--- config.mk ---
export PLATFORM = sky130hd
export DESIGN_NAME = scope_ctrl_top
export DESIGN_NICKNAME = d
export VERILOG_FILES = /design/src/common/scope_pkg.sv /design/src/hw/cmd_frame_rx.sv /design/src/acq/acq_trigger.sv /design/src/hw/cmd_executor.sv /design/src/hw/scope_ctrl_top.sv
export SDC_FILE = /design/constraint.sdc
export NUM_CORES = 1
export LEC_CHECK = 0
export BUFFER_PORTS_ARGS = -buffer_cell sky130_fd_sc_hd__buf_2
export CORE_ASPECT_RATIO = 1.5
export CORE_MARGIN = 2
export CORE_UTILIZATION = 62
export CTS_CLUSTER_DIAMETER = 40
export DETAILED_ROUTE_END_ITERATION = 12
export GPL_TIMING_DRIVEN = 0
export HOLD_SLACK_MARGIN = 0.03
export PLACE_DENSITY = 0.81
export REMOVE_ABC_BUFFERS = 1
export SYNTH_ARGS = -nofsm -noshare
export SYNTH_HDL_FRONTEND = slang
export SYNTH_SLANG_ARGS = --single-unit
--- constraint.sdc ---
create_clock -name clk -period 4.3 [get_ports clk]
set_clock_uncertainty 0.05 [all_clocks]
set_input_delay 0.43 -clock clk [delete_from_list [all_inputs] [get_ports clk]]
set_output_delay 0.43 -clock clk [all_outputs]
set_load 0.02 [all_outputs]
--- src/common/scope_pkg.sv ---
// scope controller shared definitions
// widths, threshold arithmetic constants, opcode and state enums
`default_nettype none

package scope_pkg;

	// --------------------------------------------------
	// widths
	// --------------------------------------------------
	localparam int BYTE_W    = 8;   // command stream byte
	localparam int CMD_BYTES = 8;   // bytes per command frame
	localparam int WORD_W    = 32;  // reply word
	localparam int KEEP_W    = 4;   // reply byte enables
	localparam int SAMPLE_W  = 12;  // signed adc sample
	localparam int CNT_W     = 16;  // post-trigger and event counters
	localparam int N_OVR     = 4;   // overrange lines

	localparam int FW_VERSION = 17; // returned by info/version

	// threshold byte arithmetic, result in sample units
	localparam int THRESH_MID   = 128;
	localparam int THRESH_SHIFT = 4;
	localparam int THRESH_BIAS  = 8;

	// --------------------------------------------------
	// enums
	// --------------------------------------------------
	typedef enum logic [7:0] {
		OP_ARM       = 8'd1,  // arm / status
		OP_INFO      = 8'd2,  // version, board in, overrange
		OP_TRIG_SET  = 8'd8,  // thresholds, tot, take length
		OP_BOARD_OUT = 8'd10  // single board output bit
	} opcode_e;

	typedef enum logic [7:0] {
		INFO_VERSION   = 8'd0,
		INFO_BOARD_IN  = 8'd1,
		INFO_OVERRANGE = 8'd2
	} info_sel_e;

	typedef enum logic [7:0] {
		TRIG_FREE    = 8'd0, // also any unknown code
		TRIG_FALLING = 8'd1,
		TRIG_RISING  = 8'd2
	} trig_type_e;

	typedef enum logic [2:0] {
		ACQ_READY,     // idle, waiting for arm
		ACQ_FALL_LOW,  // falling: wait below lower
		ACQ_FALL_HIGH, // falling: tot above upper
		ACQ_RISE_HIGH, // rising: wait above upper
		ACQ_RISE_LOW,  // rising: tot below lower
		ACQ_POST,      // counting post-trigger samples
		ACQ_DONE       // event complete, waits for arm
	} acq_state_e;

endpackage

`default_nettype wire

--- src/hw/cmd_frame_rx.sv ---
// command frame receiver
// gathers eight stream bytes into one frame, held until the executor takes it
`timescale 1ns/1ns
`default_nettype none

module cmd_frame_rx (
	input  logic                                          clk,
	input  logic                                          rstn,
	// byte stream in
	input  logic                                          i_tvalid,
	output logic                                          o_tready,
	input  logic [scope_pkg::BYTE_W-1:0]                  i_tdata,
	// frame hand-off to executor
	output logic                                          o_frame_valid,
	input  logic                                          i_frame_ready,
	output logic [scope_pkg::CMD_BYTES-1:0][scope_pkg::BYTE_W-1:0] o_frame
);
	import scope_pkg::*;

	logic [$clog2(CMD_BYTES)-1:0] byte_idx; // next byte slot
	logic                         full;     // frame complete and held
	logic                         byte_take;

	assign o_tready      = !full;           // stall stream while holding
	assign o_frame_valid = full;
	assign byte_take     = i_tvalid && o_tready;

	// --------------------------------------------------
	// index and full flag
	// --------------------------------------------------
	always_ff @(posedge clk or negedge rstn) begin
		if (!rstn) begin
			byte_idx <= '0;
			full     <= 1'b0;
		end else begin
			if (byte_take) begin
				byte_idx <= byte_idx + 1'b1;         // wraps after last byte
				if (byte_idx == CMD_BYTES - 1)
					full <= 1'b1;                    // eighth byte taken
			end else if (full && i_frame_ready) begin
				full <= 1'b0;                        // executor took it
			end
		end
	end

	// frame payload, byte 0 is the opcode
	always_ff @(posedge clk) begin
		if (byte_take)
			o_frame[byte_idx] <= i_tdata;
	end

endmodule

`default_nettype wire

--- src/acq/acq_trigger.sv ---
// acquisition engine
// threshold trigger fsm with time over threshold, post-trigger and event counters,
// per-line overrange counters
`timescale 1ns/1ns
`default_nettype none

module acq_trigger (
	input  logic                                           clk,
	input  logic                                           rstn,
	input  logic                                           i_sample_valid,
	input  logic signed [scope_pkg::SAMPLE_W-1:0]          i_sample,
	input  logic [scope_pkg::N_OVR-1:0]                    i_overrange,
	// settings from executor
	input  logic                                           i_arm,
	input  scope_pkg::trig_type_e                          i_trig_type,
	input  logic signed [scope_pkg::SAMPLE_W-1:0]          i_lower_thresh,
	input  logic signed [scope_pkg::SAMPLE_W-1:0]          i_upper_thresh,
	input  logic [scope_pkg::BYTE_W-1:0]                   i_trig_tot,
	input  logic [scope_pkg::CNT_W-1:0]                    i_take_len,
	// status
	output logic [scope_pkg::CNT_W-1:0]                    o_event_count,
	output logic [scope_pkg::CNT_W-1:0]                    o_post_count,
	output logic [scope_pkg::N_OVR-1:0][scope_pkg::WORD_W-1:0] o_ovr_counts
);
	import scope_pkg::*;

	acq_state_e        state;
	logic [BYTE_W-1:0] tot_cnt;  // second-condition samples seen
	logic              below;    // valid sample under lower threshold
	logic              above;    // valid sample over upper threshold

	assign below = i_sample_valid && (i_sample < i_lower_thresh);
	assign above = i_sample_valid && (i_sample > i_upper_thresh);

	// --------------------------------------------------
	// trigger fsm
	// --------------------------------------------------
	always_ff @(posedge clk or negedge rstn) begin
		if (!rstn) begin
			state         <= ACQ_READY;
			tot_cnt       <= '0;
			o_post_count  <= '0;
			o_event_count <= '0;
		end else begin
			case (state)
				ACQ_READY: begin
					tot_cnt <= '0;
					if (i_arm) begin
						case (i_trig_type)
							TRIG_FALLING: state <= ACQ_FALL_LOW;
							TRIG_RISING:  state <= ACQ_RISE_HIGH;
							default:      state <= ACQ_POST;   // free-run
						endcase
					end
				end
				ACQ_FALL_LOW: if (below) state <= ACQ_FALL_HIGH;
				ACQ_FALL_HIGH: begin
					if (above) begin
						tot_cnt <= tot_cnt + 1'b1;
						if (tot_cnt >= i_trig_tot)
							state <= ACQ_POST;               // tot+1 samples over
					end
				end
				ACQ_RISE_HIGH: if (above) state <= ACQ_RISE_LOW;
				ACQ_RISE_LOW: begin
					if (below) begin
						tot_cnt <= tot_cnt + 1'b1;
						if (tot_cnt >= i_trig_tot)
							state <= ACQ_POST;
					end
				end
				ACQ_POST: begin
					if (o_post_count != i_take_len) begin
						if (i_sample_valid)
							o_post_count <= o_post_count + 1'b1;
					end else begin
						o_event_count <= o_event_count + 1'b1;
						o_post_count  <= '1;                 // all ones marks done
						state         <= ACQ_DONE;
					end
				end
				ACQ_DONE: begin
					if (i_arm) begin                         // release, no new search
						o_post_count <= '0;
						state        <= ACQ_READY;
					end
				end
				default: state <= ACQ_READY;
			endcase
		end
	end

	// --------------------------------------------------
	// overrange counters, one per line, wrapping
	// --------------------------------------------------
	always_ff @(posedge clk or negedge rstn) begin
		if (!rstn) begin
			o_ovr_counts <= '0;
		end else begin
			for (int i = 0; i < N_OVR; i++) begin
				if (i_overrange[i])
					o_ovr_counts[i] <= o_ovr_counts[i] + 1'b1;
			end
		end
	end

endmodule

`default_nettype wire

--- src/hw/cmd_executor.sv ---
// command executor
// opcode decode, trigger settings and board output registers,
// arm pulse, single-beat reply stream
`timescale 1ns/1ns
`default_nettype none

module cmd_executor (
	input  logic                                           clk,
	input  logic                                           rstn,
	// frame from receiver
	input  logic                                           i_frame_valid,
	output logic                                           o_frame_ready,
	input  logic [scope_pkg::CMD_BYTES-1:0][scope_pkg::BYTE_W-1:0] i_frame,
	// acquisition status
	input  logic [scope_pkg::CNT_W-1:0]                    i_event_count,
	input  logic [scope_pkg::CNT_W-1:0]                    i_post_count,
	input  logic [scope_pkg::N_OVR-1:0][scope_pkg::WORD_W-1:0] i_ovr_counts,
	input  logic [scope_pkg::BYTE_W-1:0]                   i_board_in,
	// acquisition control
	output logic                                           o_arm,
	output scope_pkg::trig_type_e                          o_trig_type,
	output logic signed [scope_pkg::SAMPLE_W-1:0]          o_lower_thresh,
	output logic signed [scope_pkg::SAMPLE_W-1:0]          o_upper_thresh,
	output logic [scope_pkg::BYTE_W-1:0]                   o_trig_tot,
	output logic [scope_pkg::CNT_W-1:0]                    o_take_len,
	output logic [scope_pkg::BYTE_W-1:0]                   o_board_out,
	// reply stream
	output logic                                           o_rvalid,
	input  logic                                           i_rready,
	output logic [scope_pkg::WORD_W-1:0]                   o_rdata,
	output logic [scope_pkg::KEEP_W-1:0]                   o_rkeep,
	output logic                                           o_rlast
);
	import scope_pkg::*;

	opcode_e                    op;
	logic                       accept;       // frame taken this cycle
	logic                       reply_en;     // opcode produces a reply
	logic [WORD_W-1:0]          reply_word;
	logic [BYTE_W-1:0]          board_next;   // board_out after the write
	logic signed [SAMPLE_W-1:0] thresh_lo;
	logic signed [SAMPLE_W-1:0] thresh_hi;

	assign op            = opcode_e'(i_frame[0]);
	assign o_frame_ready = !o_rvalid;           // one reply outstanding at most
	assign accept        = i_frame_valid && o_frame_ready;
	assign o_arm         = accept && (op == OP_ARM); // same cycle as status capture
	assign o_rkeep       = '1;                  // every reply is one full beat
	assign o_rlast       = 1'b1;

	// --------------------------------------------------
	// reply and setting computation
	// --------------------------------------------------
	always_comb begin
		board_next                 = o_board_out;
		board_next[i_frame[1][2:0]] = i_frame[2][0];
		// byte thresholds into sample units, mod 2^SAMPLE_W
		thresh_lo = SAMPLE_W'(((int'(i_frame[1]) - int'(i_frame[2]) - THRESH_MID)
			<< THRESH_SHIFT) + THRESH_BIAS);
		thresh_hi = SAMPLE_W'(((int'(i_frame[1]) + int'(i_frame[2]) - THRESH_MID)
			<< THRESH_SHIFT) + THRESH_BIAS);
	end

	always_comb begin
		reply_en   = 1'b1;
		reply_word = '0;
		case (op)
			OP_ARM:  reply_word = {i_event_count, i_post_count};
			OP_INFO: begin
				case (info_sel_e'(i_frame[1]))
					INFO_VERSION:   reply_word = WORD_W'(FW_VERSION);
					INFO_BOARD_IN:  reply_word = {4{i_board_in}};
					INFO_OVERRANGE: reply_word = i_ovr_counts[i_frame[2][1:0]];
					default:        reply_word = '0;     // unknown selector
				endcase
			end
			OP_TRIG_SET:  reply_word = WORD_W'(OP_TRIG_SET); // echoes 8
			OP_BOARD_OUT: reply_word = WORD_W'(board_next);
			default:      reply_en   = 1'b0;           // swallowed silently
		endcase
	end

	// --------------------------------------------------
	// control and settings registers
	// --------------------------------------------------
	always_ff @(posedge clk or negedge rstn) begin
		if (!rstn) begin
			o_rvalid       <= 1'b0;
			o_trig_type    <= TRIG_FREE;
			o_lower_thresh <= '0;
			o_upper_thresh <= '0;
			o_trig_tot     <= '0;
			o_take_len     <= '0;
			o_board_out    <= '0;
		end else begin
			if (accept && reply_en)
				o_rvalid <= 1'b1;
			else if (i_rready)
				o_rvalid <= 1'b0;                     // beat delivered
			if (accept && op == OP_TRIG_SET) begin
				o_trig_type    <= trig_type_e'(i_frame[6]);
				o_lower_thresh <= thresh_lo;
				o_upper_thresh <= thresh_hi;
				o_trig_tot     <= i_frame[5];
				o_take_len     <= {i_frame[4], i_frame[3]}; // high, low
			end
			if (accept && op == OP_BOARD_OUT)
				o_board_out <= board_next;
		end
	end

	// reply payload, captured at acceptance
	always_ff @(posedge clk) begin
		if (accept)
			o_rdata <= reply_word;
	end

endmodule

`default_nettype wire

--- src/hw/scope_ctrl_top.sv ---
// scope controller top level
// frame receiver, acquisition engine and command executor
`timescale 1ns/1ns
`default_nettype none

module scope_ctrl_top (
	input  logic                                  clk,
	input  logic                                  rstn,
	// command byte stream
	input  logic                                  i_tvalid,
	output logic                                  o_tready,
	input  logic [scope_pkg::BYTE_W-1:0]          i_tdata,
	// adc samples and overrange lines
	input  logic                                  i_sample_valid,
	input  logic signed [scope_pkg::SAMPLE_W-1:0] i_sample,
	input  logic [scope_pkg::N_OVR-1:0]           i_overrange,
	// board io
	input  logic [scope_pkg::BYTE_W-1:0]          i_board_in,
	output logic [scope_pkg::BYTE_W-1:0]          o_board_out,
	// reply stream
	output logic                                  o_rvalid,
	input  logic                                  i_rready,
	output logic [scope_pkg::WORD_W-1:0]          o_rdata,
	output logic [scope_pkg::KEEP_W-1:0]          o_rkeep,
	output logic                                  o_rlast
);
	import scope_pkg::*;

	// --------------------------------------------------
	// internal nets
	// --------------------------------------------------
	logic                                frame_valid;
	logic                                frame_ready;
	logic [CMD_BYTES-1:0][BYTE_W-1:0]    frame;
	logic [CNT_W-1:0]                    event_count;
	logic [CNT_W-1:0]                    post_count;
	logic [N_OVR-1:0][WORD_W-1:0]        ovr_counts;
	logic                                arm;
	trig_type_e                          trig_type;
	logic signed [SAMPLE_W-1:0]          lower_thresh;
	logic signed [SAMPLE_W-1:0]          upper_thresh;
	logic [BYTE_W-1:0]                   trig_tot;
	logic [CNT_W-1:0]                    take_len;

	cmd_frame_rx u_rx (
		.clk           (clk),
		.rstn          (rstn),
		.i_tvalid      (i_tvalid),
		.o_tready      (o_tready),
		.i_tdata       (i_tdata),
		.o_frame_valid (frame_valid),
		.i_frame_ready (frame_ready),
		.o_frame       (frame)
	);

	acq_trigger u_acq (
		.clk            (clk),
		.rstn           (rstn),
		.i_sample_valid (i_sample_valid),
		.i_sample       (i_sample),
		.i_overrange    (i_overrange),
		.i_arm          (arm),
		.i_trig_type    (trig_type),
		.i_lower_thresh (lower_thresh),
		.i_upper_thresh (upper_thresh),
		.i_trig_tot     (trig_tot),
		.i_take_len     (take_len),
		.o_event_count  (event_count),
		.o_post_count   (post_count),
		.o_ovr_counts   (ovr_counts)
	);

	cmd_executor u_exec (
		.clk            (clk),
		.rstn           (rstn),
		.i_frame_valid  (frame_valid),
		.o_frame_ready  (frame_ready),
		.i_frame        (frame),
		.i_event_count  (event_count),
		.i_post_count   (post_count),
		.i_ovr_counts   (ovr_counts),
		.i_board_in     (i_board_in),
		.o_arm          (arm),
		.o_trig_type    (trig_type),
		.o_lower_thresh (lower_thresh),
		.o_upper_thresh (upper_thresh),
		.o_trig_tot     (trig_tot),
		.o_take_len     (take_len),
		.o_board_out    (o_board_out),
		.o_rvalid       (o_rvalid),
		.i_rready       (i_rready),
		.o_rdata        (o_rdata),
		.o_rkeep        (o_rkeep),
		.o_rlast        (o_rlast)
	);

endmodule

`default_nettype wire

==> flow_summary.ini, run 1 <==
[cts]
clk_pin_slew_ns = 0.06
cts-root-buf = clkbuf_16
postCtsSetupBuffers = 0
cts_sinks = 320
ctsResizeCount = 0
cts-htree-levels = 2
cts_inserted_buffers = 34
clockBufferDepth = 3
clk-insertion-delay-late_ns = 0.53
cts_tree = yes
cts_hold_buf = 1

[synth]
synth_edf_count = 88
synth-main-ff-cell = dfrtp_1
yosys_warnings = 0
synth_cells = 1454
synth_cell_types = 66
syn_area_um2 = 16000
avgSynthCellArea_um2 = 11.00
seq_area_frac_synth_pct = 52.82
async_flop_share_pct = 72.50
synth-seq-cells = 320

[sta]
fmax_mhz = 314.3
worst_pin_slew_ns = 1.337
setup_tns_ns = 0
min_period_ns = 3.181
timing.final.crit_share_pct = 73.99
rsz0062_at_grt = no
hold_viol_final = 0
setup_viol = 0
holdWs_ns = 0.03829
finalMaxSlewViolations = 0
relSlewSlack_pct = 10.89

[floorplanning]
dieHeight_um = 200.7
num_io_pins = 84
num_rows = 72
core-area_um2 = 25580
die_width_um = 135.1
dieArea_um2 = 27130
initial_core_util_pct = 62.52

[power]
total_power_uw = 8615
switching_share_pct = 31.12
power_leakage_uw = 0.007903
vdd_drop_max_v = 0.0004735
intPower_uw = 5934
power_density_nw_per_um2 = 481.8
clkPwrFrac_pct = 34.2
p_seq_share_pct = 46.6
p_comb_share_pct = 19.2
switchingPower_uw = 2681

[drt]
vias = 11412
wl_um = 37210
via_per_inst = 6.051
drc = 0
ant_nets = 0
drt-pass1-iter-count = 5
first_iter_violations = 804
avgRoutedWirePerCell_um = 19.73

[hold_path]
whs_path_depth = 2
hold_path.class = in2reg
hp-start = i_rready
hold_end = u_exec.o_rvalid

[worst_setup_path]
start_kind = register
end_kind = register
r2r_start = u_rx.o_frame[17]
r2r-end = u_exec.o_upper_thresh[11]
r2r_cells = 11
ff2ff_setup_slack_ns = 1.12
cp.required_ns = 4.63
crit_fanout = 13
critical_path_class = reg2reg
cp.arrival_ns = 3.52

[global_route]
grt_usage_pct = 28.22
antenna_found_initial = 0
grt_pass1_vias = 11784
grt_pass1_wl_um = 60060
grt_overflow_total = 0
grt_max_degree = 118

[place]
dp_hpwl_um = 26150
port-buffer-count = 78
dpl.cell_count = 1824
gp_congestion = 0.8863
dpl_cell_area_um2 = 16750

[finish]
final_area_um2 = 17880
fin_nets = 1626
nFillCells = 1790
final_cells = 1886
layout-drive-gt1-share_pct = 13.01
n_antenna_cell = 0
area_delta_synth_final_pct = 11.80

[run_status]
outcome = finished clean

[flow_run]
drv_cap = 0
==> kinds of logic after synthesis <==
kind of cell | share of synthesized area, %
multiplexers | 5.788
buffers and inverters | 3.872
other | 0.02344
XOR/XNOR | 9.692
AO/OA/AOI/OAI | 7.854
AND/OR/NAND/NOR | 15.09
flip-flops | 52.82
adder cells (fa/ha/maj) | 4.865
==> routing by layer <==
metal / vias to the layer above / share of wire [%] / global-route usage (%)
met5: - / 0 / 0
met4: 0 / 6.0 / 16.18
met3: 122 / 4.6 / 3.384
met2: 412 / 53 / 50.53
met1: 5661 / 36 / 32.22
li1: 5217 / - / -
==> worst max-delay path, cell delays in order, from the launching register on <==
cell,delay (ns)
edfxtp_1,0.95
inv_1,0.11
ha_1,0.33
inv_1,0.05
ha_1,0.19
fa_1,0.41
a21o_1,0.17
a21o_1,0.20
a21o_1,0.18
a21oi_1,0.19
xnor2_1,0.13
o21ai_0,0.08
==> power by group through the flow <==
stage                     Combinational [µW]  Clock, µW  Sequential [µW]
after floorplan                         1140          0             3950
final                                   1660       2950             4010
after detailed placement                1630          0             4040
after CTS                               1660       2970             4000
after global routing                    1830       3100             4060
after global placement                  1500          0             4050
==> sequential cells by signal, summed over array words and instances, names as in the netlist <==
| signal | cells |
|---|---|
| u_exec.o_take_len | 16 |
| u_acq.o_event_count | 16 |
| u_rx.byte_idx | 3 |
| u_acq.state | 3 |
| u_acq.o_ovr_counts | 128 |
| u_acq.o_post_count | 16 |
| u_acq.tot_cnt | 8 |
| u_exec.o_rdata | 32 |
| u_exec.o_lower_thresh | 7 |
| u_rx.o_frame | 56 |
| u_exec.o_upper_thresh | 9 |
| u_exec.o_rvalid | 1 |
| u_exec.o_trig_type | 8 |
| u_exec.o_board_out | 8 |
| u_exec.o_trig_tot | 8 |
| u_rx.o_frame_valid | 1 |
==> layout by cell type, fill, tap and decap left out, types with 4 or more instances in the layout <==
| cell | count |
|---|---|
| dfrtp_1 | 232 |
| nand2_1 | 191 |
| xnor2_1 | 126 |
| inv_1 | 93 |
| edfxtp_1 | 88 |
| o21ai_0 | 86 |
| nor2_1 | 85 |
| buf_2 | 77 |
| nand3_1 | 61 |
| ha_1 | 59 |
| xor2_1 | 51 |
| nand4_1 | 43 |
| and3_1 | 39 |
| clkbuf_16 | 34 |
| mux4_2 | 32 |
| a21oi_1 | 28 |
| a22o_1 | 26 |
| nor3_1 | 14 |
| a21o_1 | 13 |
| a31oi_1 | 12 |
| and4_1 | 10 |
| mux2i_1 | 10 |
| nand2b_1 | 9 |
| and2_1 | 8 |
| o21ai_1 | 8 |
| mux2_2 | 7 |
| nor4_1 | 6 |
| a221o_1 | 6 |
| clkinv_2 | 6 |
| o211ai_1 | 5 |
| conb_1 | 5 |
| a211oi_1 | 4 |
| nor3_2 | 4 |
| clkinv_1 | 4 |
| buf_16 | 4 |
==> through the flow <==
| stage | util (%) | worst slack [ns] |
|---|---|---|
| after floorplan | - | -0.9809 |
| after global placement | 64.68 | -3.561 |
| after detailed placement | 65.48 | 1.105 |
| after CTS | 69.89 | 1.097 |
| after global routing | 69.89 | 0.9126 |
| final | 69.89 | 1.119 |
==> layout make-up <==
class	count	area (µm²)	area share [%]
well taps	333	416.7	2.330
flip-flops and latches	320	8448	47.24
clock inverters	22	229.0	1.280
repair buffers	89	589.3	3.296
multi-input cells	990	6960	38.92
clock buffers	39	889.6	4.975
inverters	93	349.1	1.952
==> synthesized netlist by cell type (5+ instances only) <==
master | instances | share of area [%]
nand4_1 | 43 | 1.7
a21oi_1 | 28 | 0.88
inv_1 | 93 | 2.2
nor2_1 | 86 | 2.0
buf_4 | 6 | 0.28
xor2_1 | 51 | 2.8
nor3_1 | 16 | 0.50
and4_1 | 10 | 0.55
edfxtp_1 | 88 | 17
a21o_1 | 13 | 0.61
o21ai_1 | 8 | 0.25
mux2i_1 | 10 | 0.63
o21ai_0 | 86 | 2.7
dfrtp_1 | 232 | 36
nor4_1 | 6 | 0.23
o211ai_1 | 5 | 0.23
mux2_2 | 7 | 0.49
a22o_1 | 26 | 1.4
and3_1 | 39 | 1.5
nand2b_1 | 9 | 0.35
xnor2_1 | 126 | 6.9
and2_1 | 8 | 0.31
nand2_1 | 191 | 4.5
clkbuf_1 | 26 | 0.61
a31oi_1 | 12 | 0.47
a221o_1 | 6 | 0.38
ha_1 | 59 | 4.6
buf_2 | 21 | 0.66
mux4_2 | 32 | 4.5
nand3_1 | 61 | 1.9
==> worst max path at each step <==
stage / startpoint / end / slack [ns] / depth (start not counted)
after floorplan: u_exec.o_rvalid / u_exec.o_lower_thresh[5] / -0.98 / 4
after global placement: u_rx.o_frame_valid / u_exec.o_trig_tot[2] / -3.56 / 5
after detailed placement: u_rx.o_frame[17] / u_exec.o_upper_thresh[11] / 1.10 / 11
after CTS: u_rx.o_frame[17] / u_exec.o_upper_thresh[11] / 1.10 / 11
after global routing: u_rx.o_frame[17] / u_exec.o_lower_thresh[11] / 0.91 / 10
final: u_rx.o_frame[17] / u_exec.o_upper_thresh[11] / 1.12 / 11
No activity file was read; power rests on OpenSTA's default activity.
==> run 2: changes to the inputs <==
==> constraint.sdc (replaced) <==
create_clock -name clk -period 2.99 [get_ports clk]
set_clock_uncertainty 0.05 [all_clocks]
set_input_delay 0.299 -clock clk [delete_from_list [all_inputs] [get_ports clk]]
set_output_delay 0.299 -clock clk [all_outputs]
set_load 0.02 [all_outputs]
==> run 2 against run 1 <==
  * Clock power grew 44%
  * Sequential cell count is the same
  * Via count grew 1.6%
  * Die area is the same
  * Worst setup slack lost 0.92 ns
  * Sequential share of layout area shrank 0.27 points
  * Worst hold slack gained 0.028 ns
  * Combinational power grew 50%
  * Critical endpoint is now u_acq.state[2]
==> flow_summary.ini, run 2 (synthesis gave the netlist of run 1 again) <==
[finish]
final_cells = 1897
n_antenna_cell = 0
final_area_um2 = 17990
layout-drive-gt1-share_pct = 13.30
area_delta_synth_final_pct = 12.45
largest-register = u_acq.o_ovr_counts
mostFrequentLayoutCell = dfrtp_1
top_regs = u_acq.o_ovr_counts: 128 flops, u_rx.o_frame: 56 flops, u_exec.o_rdata: 32 flops
final_cell_mix = 232 x dfrtp_1, 191 x nand2_1, 126 x xnor2_1
largest_reg_flops = 128
fin_nets = 1637

[power]
power_leakage_uw = 0.007943
total_power_uw = 12490
vdd_drop_max_v = 0.0006806
power_density_nw_per_um2 = 694.3

[place]
dpl_cell_area_um2 = 16750
dp_hpwl_um = 26150
post-place-ws_ns = -0.2051
dpl.cell_count = 1824
gp_congestion = 0.8863
port-buffer-count = 78

[worst_setup_path]
worstPathBufferInverterCount = 1
ff2ff_setup_slack_ns = 0.20
startpoint = u_acq.state[0]
cpPeakStageDelay_ns = 0.64
path_cells = inv_1 -> nor2_1 -> nand2_1 -> nor2_1 -> nor3_2 -> nand3_2 -> mux2_4
crit_fanout = 17
critical_path_class = reg2reg
cp_slowest_cell = dfrtp_1
crit_path_frequent_cell = nor2_1
crit_cells = 7
cp.arrival_ns = 3.14
cp.required_ns = 3.34
start_kind = register
r2r_start = u_acq.state[0]
critPathTopFamily = simple AND/OR/NAND/NOR gates
r2r-end = u_acq.state[2]
cp-endpoint = u_acq.state[2]
r2r_cells = 7
end_kind = register

[sta]
worst_pin_slew_ns = 1.202
setup_viol = 0
relSlewSlack_pct = 19.27
setup_tns_ns = 0
min_period_ns = 2.791
hold_viol_final = 0
setup_ws_ns = 0.1988
finalMaxSlewViolations = 0
rsz0062_at_grt = no
timing.final.crit_share_pct = 93.35
fmax_mhz = 358.3

[cts]
cts-htree-levels = 2
cts-root-buf = clkbuf_16
clockBufferDepth = 3
cts_tree = yes
cts_inserted_buffers = 34
clk-insertion-delay-late_ns = 0.53
clk_pin_slew_ns = 0.07
cts_sinks = 320

[floorplanning]
dieHeight_um = 200.7
dieArea_um2 = 27130
num_rows = 72
die_width_um = 135.1
core-area_um2 = 25580
initial_core_util_pct = 62.52
num_io_pins = 84

[drt]
wl_um = 38100
vias = 11593
via_per_inst = 6.111
drc = 0
first_iter_violations = 881
ant_nets = 0
avgRoutedWirePerCell_um = 20.09
drt-pass1-iter-count = 5

[global_route]
grt_pass1_vias = 11814
grt_max_degree = 118
grt_pass1_wl_um = 60410
grt_usage_pct = 28.40
grt_overflow_total = 0
antenna_found_initial = 0

[flow_run]
drv_cap = 0

[hold_path]
whs_path_depth = 1
hp-start = i_tdata[7]
hold_path.class = in2reg

[run_status]
outcome = finished clean
run 2: per-stage QoR:
| stage | hold slack [ns] | util (%) |
|---|---|---|
| floorplan | -0.04659 | - |
| global placement | 0.3694 | 64.68 |
| detailed placement | 0.3714 | 65.48 |
| CTS | 0.04855 | 70.17 |
| global route | 0.06018 | 70.30 |
| finish | 0.06659 | 70.30 |
run 2: final cells by class:
type	count	area (µm²)
sequential	320	8448
fill	1774	7599
multi-input combinational	992	6984
clock buffer	39	889.6
timing repair buffer	98	669.4
tap	333	416.7
inverter	93	349.1
clock inverter	22	229.0
run 2: timing repair:
item / 4_1_cts / 5_1_grt
hold endpoints to repair: 122 / 0
setup buffers: 1 / 3
hold buffers: 6 / 0
pin swaps: 1 / 2
gates resized for setup: 0 / 2
setup endpoints to repair: 9 / 25
cloned: 1 / 1
run 2: where the power goes:
group	internal, µW	switching [µW]
combinational	1070	1420
clock	2430	1800
sequential	5060	705
run 2: worst min path at each step:
stage,to,slack (ns)
3_5_place_dp,u_exec.o_upper_thresh[5],0.37
6_report,u_rx.o_frame[39],0.07
2_1_floorplan,u_acq.o_event_count[0],-0.05
4_1_cts,u_rx.o_frame[39],0.05
5_1_grt,u_rx.o_frame[39],0.06
3_3_place_gp,u_exec.o_trig_type[1],0.37
run 2: layer usage:
metal / GRT usage (%) / wire length, µm / vias up / share of wire, %
met3: 3.384 / 1811 / 132 / 4.8
met5: 0 / 0 / - / 0
met1: 32.40 / 13710 / 5798 / 36
li1: - / - / 5248 / -
met4: 16.74 / 2453 / 0 / 6.4
met2: 50.69 / 20130 / 415 / 53
==> run 3: changes to the inputs <==
--- a/config.mk
+++ b/config.mk
@@ -5,7 +5,7 @@
 export SDC_FILE = /design/constraint.sdc
 export NUM_CORES = 1
 export LEC_CHECK = 0
-export BUFFER_PORTS_ARGS = -buffer_cell sky130_fd_sc_hd__buf_2
+export BUFFER_PORTS_ARGS = -buffer_cell sky130_fd_sc_hd__clkbuf_2
 export CORE_ASPECT_RATIO = 1.5
 export CORE_MARGIN = 2
 export CORE_UTILIZATION = 62
==> run 3 against run 2 <==
  * Combinational power hardly changed
  * Clock power rose by 4%
  * Die area stayed put
  * Clock-buffer cell count increased by 4
  * Sequential power barely moved
  * Critical path depth grew 3
  * Critical path type unchanged
==> flow_summary.ini, run 3 (synthesis gave the netlist of run 1 again) <==
[worst_setup_path]
path_cells = ha_1 -> inv_1 -> ha_1 -> fa_1 -> a21o_1 -> a21o_1 -> a21o_1 -> a21oi_1 -> xnor2_1 -> o21ai_0
critPathTopFamily = adder cells
crit_fanout = 12
worstPathBufferInverterCount = 1
cp.required_ns = 3.32
end_kind = register
crit_path_frequent_cell = a21o_1
cpPeakStageDelay_ns = 0.72
cp_slowest_cell = edfxtp_1
cp.arrival_ns = 3.15
start_kind = register
critical_path_class = reg2reg

[hold_path]
hold_path.class = in2reg

[finish]
final_cells = 1900
nFillCells = 1765
layout-drive-gt1-share_pct = 13.47
final_util_pct = 70.70
largest-register = u_acq.o_ovr_counts
mostFrequentLayoutCell = dfrtp_1
largest_reg_flops = 128
fin_nets = 1640
n_antenna_cell = 0
top_regs = u_acq.o_ovr_counts: 128 flops, u_rx.o_frame: 56 flops, u_exec.o_rdata: 32 flops
final_cell_mix = 232 x dfrtp_1, 190 x nand2_1, 126 x xnor2_1
area_delta_synth_final_pct = 13.09

[power]
switchingPower_uw = 3877
power_leakage_uw = 0.008001
p_seq_share_pct = 45.6
vdd_drop_max_v = 0.0005537
power_density_nw_per_um2 = 698.9
p_comb_share_pct = 19.6
total_power_uw = 12640
intPower_uw = 8765
clkPwrFrac_pct = 34.8
switching_share_pct = 30.67

[sta]
rsz0062_at_grt = no
min_period_ns = 2.819
setup_viol = 0
worst_pin_slew_ns = 1.255
setup_ws_ns = 0.1711
relSlewSlack_pct = 15.67
finalMaxSlewViolations = 0
holdWs_ns = 0.09716
timing.final.crit_share_pct = 94.28
fmax_mhz = 354.8
hold_viol_final = 0

[drt]
vias = 11442
via_per_inst = 6.022
first_iter_violations = 768
drt-pass1-iter-count = 6
drc = 0
avgRoutedWirePerCell_um = 20.16
ant_nets = 0
wl_um = 38300

[global_route]
antenna_found_initial = 0
grt_max_degree = 114
grt_usage_pct = 28.43
grt_pass1_vias = 11891
grt_pass1_wl_um = 60410
grt_overflow_total = 0

[cts]
clk_pin_slew_ns = 0.06
cts-htree-levels = 2
clk-insertion-delay-late_ns = 0.52
cts_tree = yes
cts_sinks = 320
cts_inserted_buffers = 34
clockBufferDepth = 3
cts-root-buf = clkbuf_16

[floorplanning]
dieHeight_um = 200.7
initial_core_util_pct = 62.52
num_io_pins = 84
num_rows = 72
dieArea_um2 = 27130
core-area_um2 = 25580
die_width_um = 135.1

[run_status]
outcome = finished clean

[flow_run]
drv_cap = 0

[place]
post-place-ws_ns = -0.2552
port-buffer-count = 78
dpl.cell_count = 1825
dp_hpwl_um = 26490
gp_congestion = 0.8796
-- run 3: changes by cell type in the layout (fill, tap and decap cells not counted), sizes merged --
cell	previous run	this run
clkinv	14	11
clkbuf	39	121
clkinvlp	2	0
buf	92	17
bufinv	3	4
-- run 3: power groups by stage --
| stage | Combinational (µW) | Clock, µW | Sequential [µW] |
|---|---|---|---|
| 6_report | 2480 | 4400 | 5770 |
| 5_1_grt | 2720 | 4610 | 5830 |
| 4_1_cts | 2440 | 4450 | 5750 |
| 3_5_place_dp | 2340 | 0 | 5830 |
| 2_1_floorplan | 1650 | 0 | 5680 |
| 3_3_place_gp | 2160 | 0 | 5830 |
-- run 3: per-layer routing --
| layer | global-route usage [%] | up-vias | wire length (µm) |
|---|---|---|---|
| met5 | 0 | - | 0 |
| met4 | 16.22 | 0 | 2336 |
| met3 | 3.409 | 132 | 1813 |
| met2 | 51.14 | 387 | 20270 |
| met1 | 32.27 | 5657 | 13880 |
| li1 | - | 5266 | - |
-- run 3: stage by stage --
stage / TNS, ns / area (µm²)
finish: 0 / 18090
floorplan: -91.57 / 15740
global placement: -989.29 / 16550
global route: 0 / 18090
detailed placement: -0.8642 / 16790
CTS: 0 / 18040
-- run 3: worst register-to-register path: cells and delay by family (launching register included) --
family / cells / cell delay [ns]
adder cells (fa/ha/maj): 3 / 0.87
AO/OA/AOI/OAI: 5 / 0.86
flip-flops: 1 / 0.72
XOR/XNOR: 1 / 0.14
buffers and inverters: 1 / 0.04
-- run 3: area by class of cell --
cell class / instances / area (µm²) / area share [%]
inverters: 93 / 349.1 / 1.930
flip-flops and latches: 320 / 8448 / 46.70
multi-input cells: 992 / 6987 / 38.62
clock buffers: 43 / 958.4 / 5.298
clock inverters: 18 / 211.5 / 1.169
well taps: 333 / 416.7 / 2.303
repair buffers: 101 / 718.2 / 3.970
-- run 3: what timing repair did --
item | CTS | global route
pin swaps | 1 | 2
hold endpoints to repair | 237 | 0
hold buffers | 6 | 0
setup endpoints to repair | 15 | 40
gates cloned | 1 | 1
resized for setup | 0 | 3
buffers inserted | 1 | 5
-- run 3: final timing paths --
path,startpoint,to,slack [ns],cells after the start
max,u_rx.o_frame[16],u_exec.o_lower_thresh[11],0.17,10
max in group asynchronous,rstn,u_acq.o_ovr_counts[117],1.95,3
min in group asynchronous,rstn,u_exec.o_upper_thresh[5],0.13,2
max reg2reg,u_rx.o_frame[16],u_exec.o_lower_thresh[11],0.17,10
min reg2reg,u_rx.o_frame[53],u_exec.o_trig_type[5],0.39,2
min,i_tdata[6],u_rx.o_frame[22],0.1,1
